### config.mk
export PLATFORM = sky130hd
export DESIGN_NAME = control_unit
export DESIGN_NICKNAME = d
export VERILOG_FILES = /design/src/source/control_pkg.sv /design/src/source/alu_decoder.sv /design/src/source/control_unit.sv /design/src/source/ex_control_stage.sv /design/src/source/main_decoder.sv
export SDC_FILE = /design/constraint.sdc
export NUM_CORES = 1
export LEC_CHECK = 0
export BUFFER_PORTS_ARGS = -buffer_cell sky130_fd_sc_hd__buf_2
export CORE_UTILIZATION = 40
export CTS_BUF_LIST = sky130_fd_sc_hd__clkbuf_8 sky130_fd_sc_hd__clkbuf_16
export CTS_CLUSTER_SIZE = 8
export DETAILED_ROUTE_END_ITERATION = 12
export GPL_TIMING_DRIVEN = 0
export PLACE_DENSITY = 0.73
export SYNTH_ARGS = -nofsm -noshare
export SYNTH_HDL_FRONTEND = slang
export SYNTH_SLANG_ARGS = --single-unit
### constraint.sdc
create_clock -name clk -period 0.8 [get_ports clk]
set_input_delay 0.04 -clock clk [delete_from_list [all_inputs] [get_ports clk]]
set_output_delay 0.04 -clock clk [all_outputs]
set_load 0.1 [all_outputs]
### src/source/control_pkg.sv
package control_pkg;

    // instruction field widths
    localparam int OP_W = 7;
    localparam int F3_W = 3;
    localparam int F7_W = 7;

    // funct7 bit that picks sub, sra and srai
    localparam int F7_ALT_BIT = 5;

    // major opcodes handled by the decoder
    typedef enum logic [OP_W-1:0] {
        OP_LOAD   = 7'b0000011,
        OP_IMM    = 7'b0010011,
        OP_AUIPC  = 7'b0010111,
        OP_STORE  = 7'b0100011,
        OP_REG    = 7'b0110011,
        OP_LUI    = 7'b0110111,
        OP_BRANCH = 7'b1100011,
        OP_JALR   = 7'b1100111,
        OP_JAL    = 7'b1101111
    } opcode_e;

    // alu operation codes
    typedef enum logic [3:0] {
        ALU_ADD  = 4'd0,
        ALU_SUB  = 4'd1,
        ALU_OR   = 4'd2,
        ALU_AND  = 4'd3,
        ALU_XOR  = 4'd4,
        ALU_SLL  = 4'd5,
        ALU_SRL  = 4'd6,
        ALU_SRA  = 4'd7,
        ALU_SLT  = 4'd8,
        ALU_SLTU = 4'd9
    } alu_op_e;

    // write-back source for the register file
    typedef enum logic [2:0] {
        RES_ALU    = 3'd0,
        RES_MEM    = 3'd1,
        RES_PC4    = 3'd2,
        RES_IMM    = 3'd3,
        RES_PC_IMM = 3'd4
    } result_src_e;

    // immediate format
    typedef enum logic [2:0] {
        IMM_I = 3'd0,
        IMM_S = 3'd1,
        IMM_B = 3'd2,
        IMM_J = 3'd3,
        IMM_U = 3'd4
    } imm_src_e;

    // store width to data memory
    typedef enum logic [1:0] {
        ST_WORD = 2'd0,
        ST_HALF = 2'd1,
        ST_BYTE = 2'd2
    } store_size_e;

    // load width and extension
    typedef enum logic [2:0] {
        LD_WORD   = 3'd0,
        LD_HALF   = 3'd1,
        LD_BYTE   = 3'd2,
        LD_BYTE_U = 3'd3,
        LD_HALF_U = 3'd4
    } load_ext_e;

    // branch kind, lt/ge shared by signed and unsigned forms
    typedef enum logic [2:0] {
        BR_NONE = 3'd0,
        BR_EQ   = 3'd1,
        BR_NE   = 3'd2,
        BR_LT   = 3'd3,
        BR_GE   = 3'd4
    } branch_cond_e;

endpackage

### src/source/alu_decoder.sv
module alu_decoder (
    input  control_pkg::opcode_e            op,
    input  logic [control_pkg::F3_W-1:0]    funct3,
    input  logic [control_pkg::F7_W-1:0]    funct7,
    output control_pkg::alu_op_e            alu_control
);

    logic alt;

    // sub / sra / srai select
    assign alt = funct7[control_pkg::F7_ALT_BIT];

    always_comb
    begin
        // loads, stores, jumps and upper immediates all add
        alu_control = control_pkg::ALU_ADD;

        case (op)
            control_pkg::OP_IMM, control_pkg::OP_REG:
            begin
                case (funct3)
                    3'b000:
                    begin
                        // addi never subtracts, funct7 there is immediate
                        if (op == control_pkg::OP_REG && alt)
                            alu_control = control_pkg::ALU_SUB;
                        else
                            alu_control = control_pkg::ALU_ADD;
                    end
                    3'b001: alu_control = control_pkg::ALU_SLL;
                    3'b010: alu_control = control_pkg::ALU_SLT;
                    3'b011: alu_control = control_pkg::ALU_SLTU;
                    3'b100: alu_control = control_pkg::ALU_XOR;
                    3'b101:
                    begin
                        // srl/sra and srli/srai
                        if (alt)
                            alu_control = control_pkg::ALU_SRA;
                        else
                            alu_control = control_pkg::ALU_SRL;
                    end
                    3'b110: alu_control = control_pkg::ALU_OR;
                    default: alu_control = control_pkg::ALU_AND;
                endcase
            end
            control_pkg::OP_BRANCH:
            begin
                case (funct3)
                    // beq bne compare via zero flag
                    3'b000, 3'b001: alu_control = control_pkg::ALU_SUB;
                    // blt bge
                    3'b100, 3'b101: alu_control = control_pkg::ALU_SLT;
                    // bltu bgeu
                    3'b110, 3'b111: alu_control = control_pkg::ALU_SLTU;
                    default:        alu_control = control_pkg::ALU_ADD;
                endcase
            end
            default:
                alu_control = control_pkg::ALU_ADD;
        endcase
    end

endmodule

### src/source/control_unit.sv
module control_unit (
    input  logic                            clk,
    input  logic                            rst,
    input  control_pkg::opcode_e            op,
    input  logic [control_pkg::F3_W-1:0]    funct3,
    input  logic [control_pkg::F7_W-1:0]    funct7,
    input  logic                            zero,
    input  logic                            conditional,
    output logic                            pc_src,
    output control_pkg::result_src_e        result_src,
    output logic                            mem_write,
    output control_pkg::alu_op_e            alu_control,
    output logic                            alu_src,
    output control_pkg::imm_src_e           imm_src,
    output logic                            reg_write,
    output control_pkg::store_size_e        ctrl_data_mem,
    output control_pkg::load_ext_e          ctrl_sign_ext_data
);

    // decode-side controls, before the pipeline register
    logic                      reg_write_d;
    logic                      mem_write_d;
    logic                      alu_src_d;
    logic                      jump_d;
    control_pkg::result_src_e  result_src_d;
    control_pkg::imm_src_e     imm_src_d;
    control_pkg::store_size_e  ctrl_data_mem_d;
    control_pkg::load_ext_e    ctrl_sign_ext_data_d;
    control_pkg::branch_cond_e branch_cond_d;
    control_pkg::alu_op_e      alu_control_d;

    main_decoder u_main_decoder (
        .op                 (op),
        .funct3             (funct3),
        .reg_write          (reg_write_d),
        .mem_write          (mem_write_d),
        .alu_src            (alu_src_d),
        .jump               (jump_d),
        .result_src         (result_src_d),
        .imm_src            (imm_src_d),
        .ctrl_data_mem      (ctrl_data_mem_d),
        .ctrl_sign_ext_data (ctrl_sign_ext_data_d),
        .branch_cond        (branch_cond_d)
    );

    alu_decoder u_alu_decoder (
        .op          (op),
        .funct3      (funct3),
        .funct7      (funct7),
        .alu_control (alu_control_d)
    );

    // registered controls and pc select for execute
    ex_control_stage u_ex_control_stage (
        .clk                  (clk),
        .rst                  (rst),
        .zero                 (zero),
        .conditional          (conditional),
        .reg_write_d          (reg_write_d),
        .mem_write_d          (mem_write_d),
        .alu_src_d            (alu_src_d),
        .jump_d               (jump_d),
        .result_src_d         (result_src_d),
        .imm_src_d            (imm_src_d),
        .ctrl_data_mem_d      (ctrl_data_mem_d),
        .ctrl_sign_ext_data_d (ctrl_sign_ext_data_d),
        .branch_cond_d        (branch_cond_d),
        .alu_control_d        (alu_control_d),
        .reg_write            (reg_write),
        .mem_write            (mem_write),
        .alu_src              (alu_src),
        .result_src           (result_src),
        .imm_src              (imm_src),
        .ctrl_data_mem        (ctrl_data_mem),
        .ctrl_sign_ext_data   (ctrl_sign_ext_data),
        .alu_control          (alu_control),
        .pc_src               (pc_src)
    );

endmodule

### src/source/ex_control_stage.sv
module ex_control_stage (
    input  logic                            clk,
    input  logic                            rst,
    input  logic                            zero,
    input  logic                            conditional,
    input  logic                            reg_write_d,
    input  logic                            mem_write_d,
    input  logic                            alu_src_d,
    input  logic                            jump_d,
    input  control_pkg::result_src_e        result_src_d,
    input  control_pkg::imm_src_e           imm_src_d,
    input  control_pkg::store_size_e        ctrl_data_mem_d,
    input  control_pkg::load_ext_e          ctrl_sign_ext_data_d,
    input  control_pkg::branch_cond_e       branch_cond_d,
    input  control_pkg::alu_op_e            alu_control_d,
    output logic                            reg_write,
    output logic                            mem_write,
    output logic                            alu_src,
    output control_pkg::result_src_e        result_src,
    output control_pkg::imm_src_e           imm_src,
    output control_pkg::store_size_e        ctrl_data_mem,
    output control_pkg::load_ext_e          ctrl_sign_ext_data,
    output control_pkg::alu_op_e            alu_control,
    output logic                            pc_src
);

    // branch kind and jump only feed the next-pc select
    control_pkg::branch_cond_e branch_cond;
    logic                      jump;

    // decode to execute pipeline register
    always_ff @(posedge clk)
    begin
        if (rst)
        begin
            reg_write          <= 1'b0;
            mem_write          <= 1'b0;
            alu_src            <= 1'b0;
            jump               <= 1'b0;
            result_src         <= control_pkg::RES_ALU;
            imm_src            <= control_pkg::IMM_I;
            ctrl_data_mem      <= control_pkg::ST_WORD;
            ctrl_sign_ext_data <= control_pkg::LD_WORD;
            branch_cond        <= control_pkg::BR_NONE;
            alu_control        <= control_pkg::ALU_ADD;
        end
        else
        begin
            // no stall, new word every cycle
            reg_write          <= reg_write_d;
            mem_write          <= mem_write_d;
            alu_src            <= alu_src_d;
            jump               <= jump_d;
            result_src         <= result_src_d;
            imm_src            <= imm_src_d;
            ctrl_data_mem      <= ctrl_data_mem_d;
            ctrl_sign_ext_data <= ctrl_sign_ext_data_d;
            branch_cond        <= branch_cond_d;
            alu_control        <= alu_control_d;
        end
    end

    // next-pc select, flags come live from the alu this cycle
    always_comb
    begin
        if (jump)
            pc_src = 1'b1;
        else
        begin
            case (branch_cond)
                control_pkg::BR_EQ: pc_src = zero;
                control_pkg::BR_NE: pc_src = ~zero;
                // signed or unsigned chosen by the alu op
                control_pkg::BR_LT: pc_src = conditional;
                control_pkg::BR_GE: pc_src = ~conditional;
                default:            pc_src = 1'b0;
            endcase
        end
    end

endmodule

### src/source/main_decoder.sv
module main_decoder (
    input  control_pkg::opcode_e            op,
    input  logic [control_pkg::F3_W-1:0]    funct3,
    output logic                            reg_write,
    output logic                            mem_write,
    output logic                            alu_src,
    output logic                            jump,
    output control_pkg::result_src_e        result_src,
    output control_pkg::imm_src_e           imm_src,
    output control_pkg::store_size_e        ctrl_data_mem,
    output control_pkg::load_ext_e          ctrl_sign_ext_data,
    output control_pkg::branch_cond_e       branch_cond
);

    always_comb
    begin
        // inactive word unless a legal encoding below says otherwise
        reg_write          = 1'b0;
        mem_write          = 1'b0;
        alu_src            = 1'b0;
        jump               = 1'b0;
        result_src         = control_pkg::RES_ALU;
        imm_src            = control_pkg::IMM_I;
        ctrl_data_mem      = control_pkg::ST_WORD;
        ctrl_sign_ext_data = control_pkg::LD_WORD;
        branch_cond        = control_pkg::BR_NONE;

        case (op)
            control_pkg::OP_LOAD:
            begin
                // lb lh lw lbu lhu only
                if (funct3 inside {3'b000, 3'b001, 3'b010, 3'b100, 3'b101})
                begin
                    result_src = control_pkg::RES_MEM;
                    alu_src    = 1'b1;
                    reg_write  = 1'b1;
                end
                case (funct3)
                    3'b000:  ctrl_sign_ext_data = control_pkg::LD_BYTE;
                    3'b001:  ctrl_sign_ext_data = control_pkg::LD_HALF;
                    3'b100:  ctrl_sign_ext_data = control_pkg::LD_BYTE_U;
                    3'b101:  ctrl_sign_ext_data = control_pkg::LD_HALF_U;
                    // lw and illegal codes
                    default: ctrl_sign_ext_data = control_pkg::LD_WORD;
                endcase
            end
            control_pkg::OP_STORE:
            begin
                // sb sh sw only
                if (funct3 inside {3'b000, 3'b001, 3'b010})
                begin
                    mem_write = 1'b1;
                    alu_src   = 1'b1;
                    imm_src   = control_pkg::IMM_S;
                end
                case (funct3)
                    3'b000:  ctrl_data_mem = control_pkg::ST_BYTE;
                    3'b001:  ctrl_data_mem = control_pkg::ST_HALF;
                    default: ctrl_data_mem = control_pkg::ST_WORD;
                endcase
            end
            control_pkg::OP_BRANCH:
            begin
                case (funct3)
                    3'b000:         branch_cond = control_pkg::BR_EQ;
                    3'b001:         branch_cond = control_pkg::BR_NE;
                    // blt and bltu
                    3'b100, 3'b110: branch_cond = control_pkg::BR_LT;
                    // bge and bgeu
                    3'b101, 3'b111: branch_cond = control_pkg::BR_GE;
                    default:        branch_cond = control_pkg::BR_NONE;
                endcase
                // funct3 2 and 3 stay fully inactive
                if (branch_cond != control_pkg::BR_NONE)
                    imm_src = control_pkg::IMM_B;
            end
            control_pkg::OP_IMM:
            begin
                // every funct3 is a valid immediate op
                alu_src   = 1'b1;
                reg_write = 1'b1;
            end
            control_pkg::OP_REG:
                reg_write = 1'b1;
            control_pkg::OP_LUI:
            begin
                // immediate goes straight to rd
                imm_src    = control_pkg::IMM_U;
                result_src = control_pkg::RES_IMM;
                reg_write  = 1'b1;
            end
            control_pkg::OP_AUIPC:
            begin
                imm_src    = control_pkg::IMM_U;
                result_src = control_pkg::RES_PC_IMM;
                alu_src    = 1'b1;
                reg_write  = 1'b1;
            end
            control_pkg::OP_JAL:
            begin
                // link pc+4, target from j immediate
                imm_src    = control_pkg::IMM_J;
                result_src = control_pkg::RES_PC4;
                reg_write  = 1'b1;
                jump       = 1'b1;
            end
            control_pkg::OP_JALR:
            begin
                result_src = control_pkg::RES_PC4;
                reg_write  = 1'b1;
                jump       = 1'b1;
            end
            default:
                jump = 1'b0;
        endcase
    end

endmodule
**Word-level counts from Yosys, hierarchy flattened**

Cells that the tools add are included.

- Memory bits (read-only): 0
- Latch bits: 0
- Output and inout port bits: 19
- Memories: 0
- RAM bits: 0
- Register bits: 22
- Bits of input ports: 21
- Logic and storage cells: 74

- Shift operators: 0
- Equal/unequal tests: 20
- Div/mod/pow operators: 0
- Order comparisons: 0
- Multiplexer cells: 21
- Reductions and logical operators: 18
- Add/sub/neg operators: 0
- $mul: 0
- Bitwise logic cells: 5

Operators by type and width:

| cell | count |
|---|---|
| 3-bit case mux with 4 select lines | 4 |
| 4-bit case mux with 7 select lines | 1 |
| 2-bit OR reduction | 12 |
| 7-bit by 6-bit equality test with 1-bit output, second input constant | 3 |
| 7-bit equality test, second input constant | 3 |
| 3-bit equality test, second input constant | 5 |
| 7-bit by 5-bit equality test with 1-bit output, second input constant | 2 |
| 3-bit by 2-bit equality test with 1-bit output, second input constant | 4 |
| 4-bit case mux with 3 select lines | 1 |
| 1-bit 2-to-1 mux | 8 |
| 4-bit case mux with 2 select lines | 1 |
| 7-bit by 2-bit equality test with 1-bit output, second input constant | 1 |
| 3-bit by 1-bit equality test with 1-bit output, second input constant | 2 |
| 3-bit nonzero test | 2 |
| 6-bit OR reduction | 1 |
| 1-bit NOT | 5 |
| 5-bit nonzero test | 1 |
| 1-bit case mux with 4 select lines | 1 |
| 2-bit case mux with 2 select lines | 1 |
| 3-bit zero test | 1 |
| 3-bit 2-to-1 mux | 1 |
| 1-bit case mux with 3 select lines | 1 |
| 2-bit 2-to-1 mux | 1 |
| 1-bit case mux with 2 select lines | 1 |
| 1-bit logical AND | 1 |

**Logic depth before layout (Yosys ltp)**

- Depth in word-level cells: 7
- Depth in mapped cells: 4

**Hierarchy**

From an unflattened synthesis, not the netlist that was laid out.

- Cell total of the unflattened synthesis: 129
- Area, all modules: 1096.1 µm²

By module, submodules not included:

| module | area each (µm²) | times used | cells each | sequential area each (µm²) |
|---|---|---|---|---|
| ex_control_stage | 628.1 | 1 | 51 | 440.4 |
| main_decoder | 297.8 | 1 | 53 | 0.0 |
| alu_decoder | 170.2 | 1 | 25 | 0.0 |

**Worst setup path before layout**

Ideal clock, no wire load.

- Path kind: flip-flop to output port
- Start point: reg u_ex_control_stage.branch_cond[0]
- End point: out pc_src
- Buffers on the path: 0
- Path slack: -708 ps
- Cell stages (with the launch flop): 4
- Arrival: 1468 ps
- Data required time: 760 ps
- Cell sequence: dfxtp_1 mux2i_1 a311oi_1 a311o_1

- Longest elaborated chain between the ends: 3
- Elaborated cells on any way between the ends: 6
- Classes of those cells: 4 x eq/ne; 2 x mux

Ends and longest elaborated chain:

| item | line | RTL |
|---|---|---|
| start: declaration | ex_control_stage.sv:28 | `control_pkg::branch_cond_e branch_cond;` |
| start signal: assignment | ex_control_stage.sv:44 | `branch_cond <= control_pkg::BR_NONE;` |
| start signal: assignment | ex_control_stage.sv:58 | `branch_cond <= branch_cond_d;` |
| 3-bit equality test (tied with other cells) | ex_control_stage.sv:70 | `case (branch_cond)` |
| 1-bit case mux with 4 select lines (*) | ex_control_stage.sv:70 |  |
| 1-bit 2-to-1 mux (*) | ex_control_stage.sv:66 | `if (jump)` |
| end: declaration | control_unit.sv:9 | `output logic pc_src,` |

Mark *: on every way between the ends. The rest lies on a longest branch, timed or not.

**Worst setup path after layout**

Same ends and word-level chain as after synthesis.

==> summary.md <==
| Metric | Value |
|---|---|
| Status | `finished, violations left` |
| CP top delay family | `compound AO/OA/AOI/OAI gates` |
| Total clock sinks | `22` |
| Worst Max-Slew Pin Slew | `0.396 ns` |
| Critical Path Source Type | `flop` |
| Vias in the first global route | `635` |
| I/O pin total | `40` |
| Die width | `48.2 um` |
| Layout area overhead | `65.5%` |
| Crit path kind | `reg -> out` |
| Mapped Nets | `103` |
| Register area share after synthesis | `0.517` |
| IO Port Bufs | `32` |
| Switching power | `445 uW` |
| Flop and latch count out of synthesis | `22` |
| CTS Root Cell | `clkbuf_8` |
| Synthesized area | `852 um^2` |
| Final hold viol count | `0` |
| CP max-delay cell | `dfxtp_2` |
| Layout Nets | `140` |
| Setup TNS | `-0.598 ns` |
| Non-Filler Instances | `144` |
| Row cnt | `16` |
| Int Power | `1.52 mW` |
| Minimum clock period | `1.32 ns` |
| Die area | `2320 um^2` |
| TritonCTS Buffers | `3` |
| Gr usage total | `0.161` |
| Hold Crit Start | `op[3]` |
| Gate Count Post-Synth | `82` |
| Routed Antenna Nets | `0` |
| CP required | `0.76 ns` |
| DP Wirelength | `1.22 mm` |
| Hold Crit Depth | `2` |
| DP Area | `1070 um^2` |
| Flop pwr share | `0.563` |
| Placement Setup Slack | `-0.374 ns` |
| Pwr/cell area | `1390 nW/um^2` |
| First-pass GRT wire length | `2.61 mm` |
| Synth async-reset ratio | `0` |
| Post-CTS Hold Buffers | `0` |
| Hold Crit Class | `in -> reg` |
| Largest net degree at the start of global routing | `12` |
| Synth warn | `0` |
| Fin. max-slew vios | `0` |
| CP bufs+invs | `1` |
| Comb pwr share | `0.111` |
| Hold slack | `0.0467 ns` |
| GR Util met2 | `0.251` |
| Headroom to the max-slew limit | `0.736` |
| Layout cells sized above 1 | `0.590` |
| GRT overflow | `0` |
| Gp weighted congestion | `0.801` |
| DRC Markers | `0` |
| CP endpoint kind | `output port` |
| RSZ-0062 raised after global routing | `true` |
| Max-Cap Viols | `0` |
| Core ar. | `1980 um^2` |
| Routed wire length per instance | `12.3 um` |
| Die height | `48.2 um` |
| Main flop type after synthesis | `dfxtp_1` |
| Antenna violations before repair | `0` |
| Failing checks | `negative setup slack` |
| Clk slew on worst S/H paths | `0.07 ns` |
| Fin crit share | `1.65` |
| Final standard cell utilization of the core | `0.711` |
| Met1 usage | `0.220` |
| DRT Pass-1 Iters | `4` |
| Final setup fails | `19` |
| Met3 Track Usage GR | `0.0148` |
| CTS tree | `done` |
| Clk network pwr share | `0.326` |
| CP max stage delay | `0.33 ns` |
| Overall Power | `1.96 mW` |
| Leakage | `0.568 nW` |
| Final Worst Setup Slack | `-0.517 ns` |
| Maximum VDD drop | `762 uV` |
| Fin area | `1410 um^2` |
| Initial core utilization | `0.430` |
| DR vias/cell | `5.15` |
| Busiest grt layer | `met2` |
| Starting DRT DRC Count | `27` |
| H-tree depth | `1` |
| Mean Syn Cell Area | `10.4 um^2` |
| Worst Hold Path EP | `u_ex_control_stage.imm_src[0]` |
| DP Cell Count | `141` |
| Number of setup buffers added after CTS | `0` |
| Switching share of power | `0.227` |
| DR vias | `742` |
| Max FO, Critical Path | `3` |
| CP cell instances | `mux2i_1 -> a311oi_1 -> a311o_2 -> buf_6` |
| CTS Buffer Depth | `2` |
| Cell variety after synth | `34` |
| Number of flops mapped to enable cells by yosys | `0` |
| Worst EP arrival | `1.28 ns` |
| Max Clock Freq | `759 MHz` |
| Diodes inserted | `0` |
| Routed WL | `1.77 mm` |
[cell families (layout without fill, tap and decap cells)]
family / after synthesis / after routing / synth area share
buffers and inverters: 7 / 42 / 0.0323
AO/OA/AOI/OAI: 13 / 13 / 0.110
AND/OR/NAND/NOR: 38 / 38 / 0.319
multiplexers: 1 / 1 / 0.0117
flip-flops: 22 / 22 / 0.517
XOR/XNOR: 1 / 1 / 0.0103
[final cells by class]
type | instances | area (um^2)
fillers | 141 | 572
flip-flops and latches | 22 | 465
repair buffers | 32 | 437
multi-input cells | 53 | 404
clock buffers | 3 | 41.3
well taps | 27 | 33.8
inverters | 4 | 15.0
plain buffers | 3 | 13.8
[routing by layer]
metal	vias up	part of all wire	wire, um
met5	-	0	0
li1	369	-	-
met2	25	0.51	912
met1	343	0.43	762
met4	0	0.023	40
met3	5	0.032	57
[flip-flops by register name, indices dropped and copies added (netlist names), 2 cells and up]
signal / count
u_ex_control_stage.alu_control: 4
u_ex_control_stage.branch_cond: 3
u_ex_control_stage.ctrl_sign_ext_data: 3
u_ex_control_stage.imm_src: 3
u_ex_control_stage.result_src: 3
u_ex_control_stage.ctrl_data_mem: 2
[Yosys cell counts (all sizes together) (2+ instances only)]
| cell | count | share of area |
|---|---|---|
| and4bb | 2 | 0.034 |
| o21ai | 4 | 0.023 |
| nand4 | 3 | 0.057 |
| nor3b | 2 | 0.029 |
| clkbuf | 2 | 0.0088 |
| nand2b | 2 | 0.015 |
| dfxtp | 22 | 0.52 |
| inv | 4 | 0.018 |
| nor3 | 6 | 0.035 |
| nor2 | 6 | 0.026 |
| nand2 | 8 | 0.038 |
| nand3 | 3 | 0.018 |
| o2bb2ai | 2 | 0.021 |
[power by group through the flow]
stage          combinational [mW]  clock [mW]  sequential [mW]
5_1_grt                     0.233       0.692             1.10
3_5_place_dp                0.191           0             1.13
2_1_floorplan              0.0841           0             1.16
3_3_place_gp                0.186           0             1.13
6_report                    0.218       0.639             1.10
4_1_cts                     0.205       0.660             1.10
[layout by cell type, fill, tap and decap left out, types with 2 or more instances in the layout]
master,count
nor2_1,6
o2bb2ai_1,2
nand3_1,3
buf_2,14
dfxtp_2,20
nand4_4,2
and4bb_4,2
dfxtp_1,2
o21ai_0,3
clkbuf_8,3
nand2b_1,2
buf_12,18
nor3_1,6
inv_1,3
nand2_1,7
nor3b_2,2
[worst max path at each step]
stage	depth (start not counted)	endpoint	slack (ns)	from
after floorplan	3	pc_src	-0.28	u_ex_control_stage.branch_cond[0]
after global placement	4	pc_src	-0.35	u_ex_control_stage.branch_cond[0]
after detailed placement	4	pc_src	-0.37	u_ex_control_stage.branch_cond[0]
after CTS	4	pc_src	-0.53	u_ex_control_stage.branch_cond[0]
after global routing	4	pc_src	-0.56	u_ex_control_stage.branch_cond[0]
final	4	pc_src	-0.52	u_ex_control_stage.branch_cond[0]
[timing repair]
| item | CTS | global route |
|---|---|---|
| gates resized for setup | 74 | 5 |
| pin swaps | 0 | 1 |
| setup endpoints to repair | 19 | 24 |
| cloned | 0 | 0 |
(Power assumes the default switching activity.)
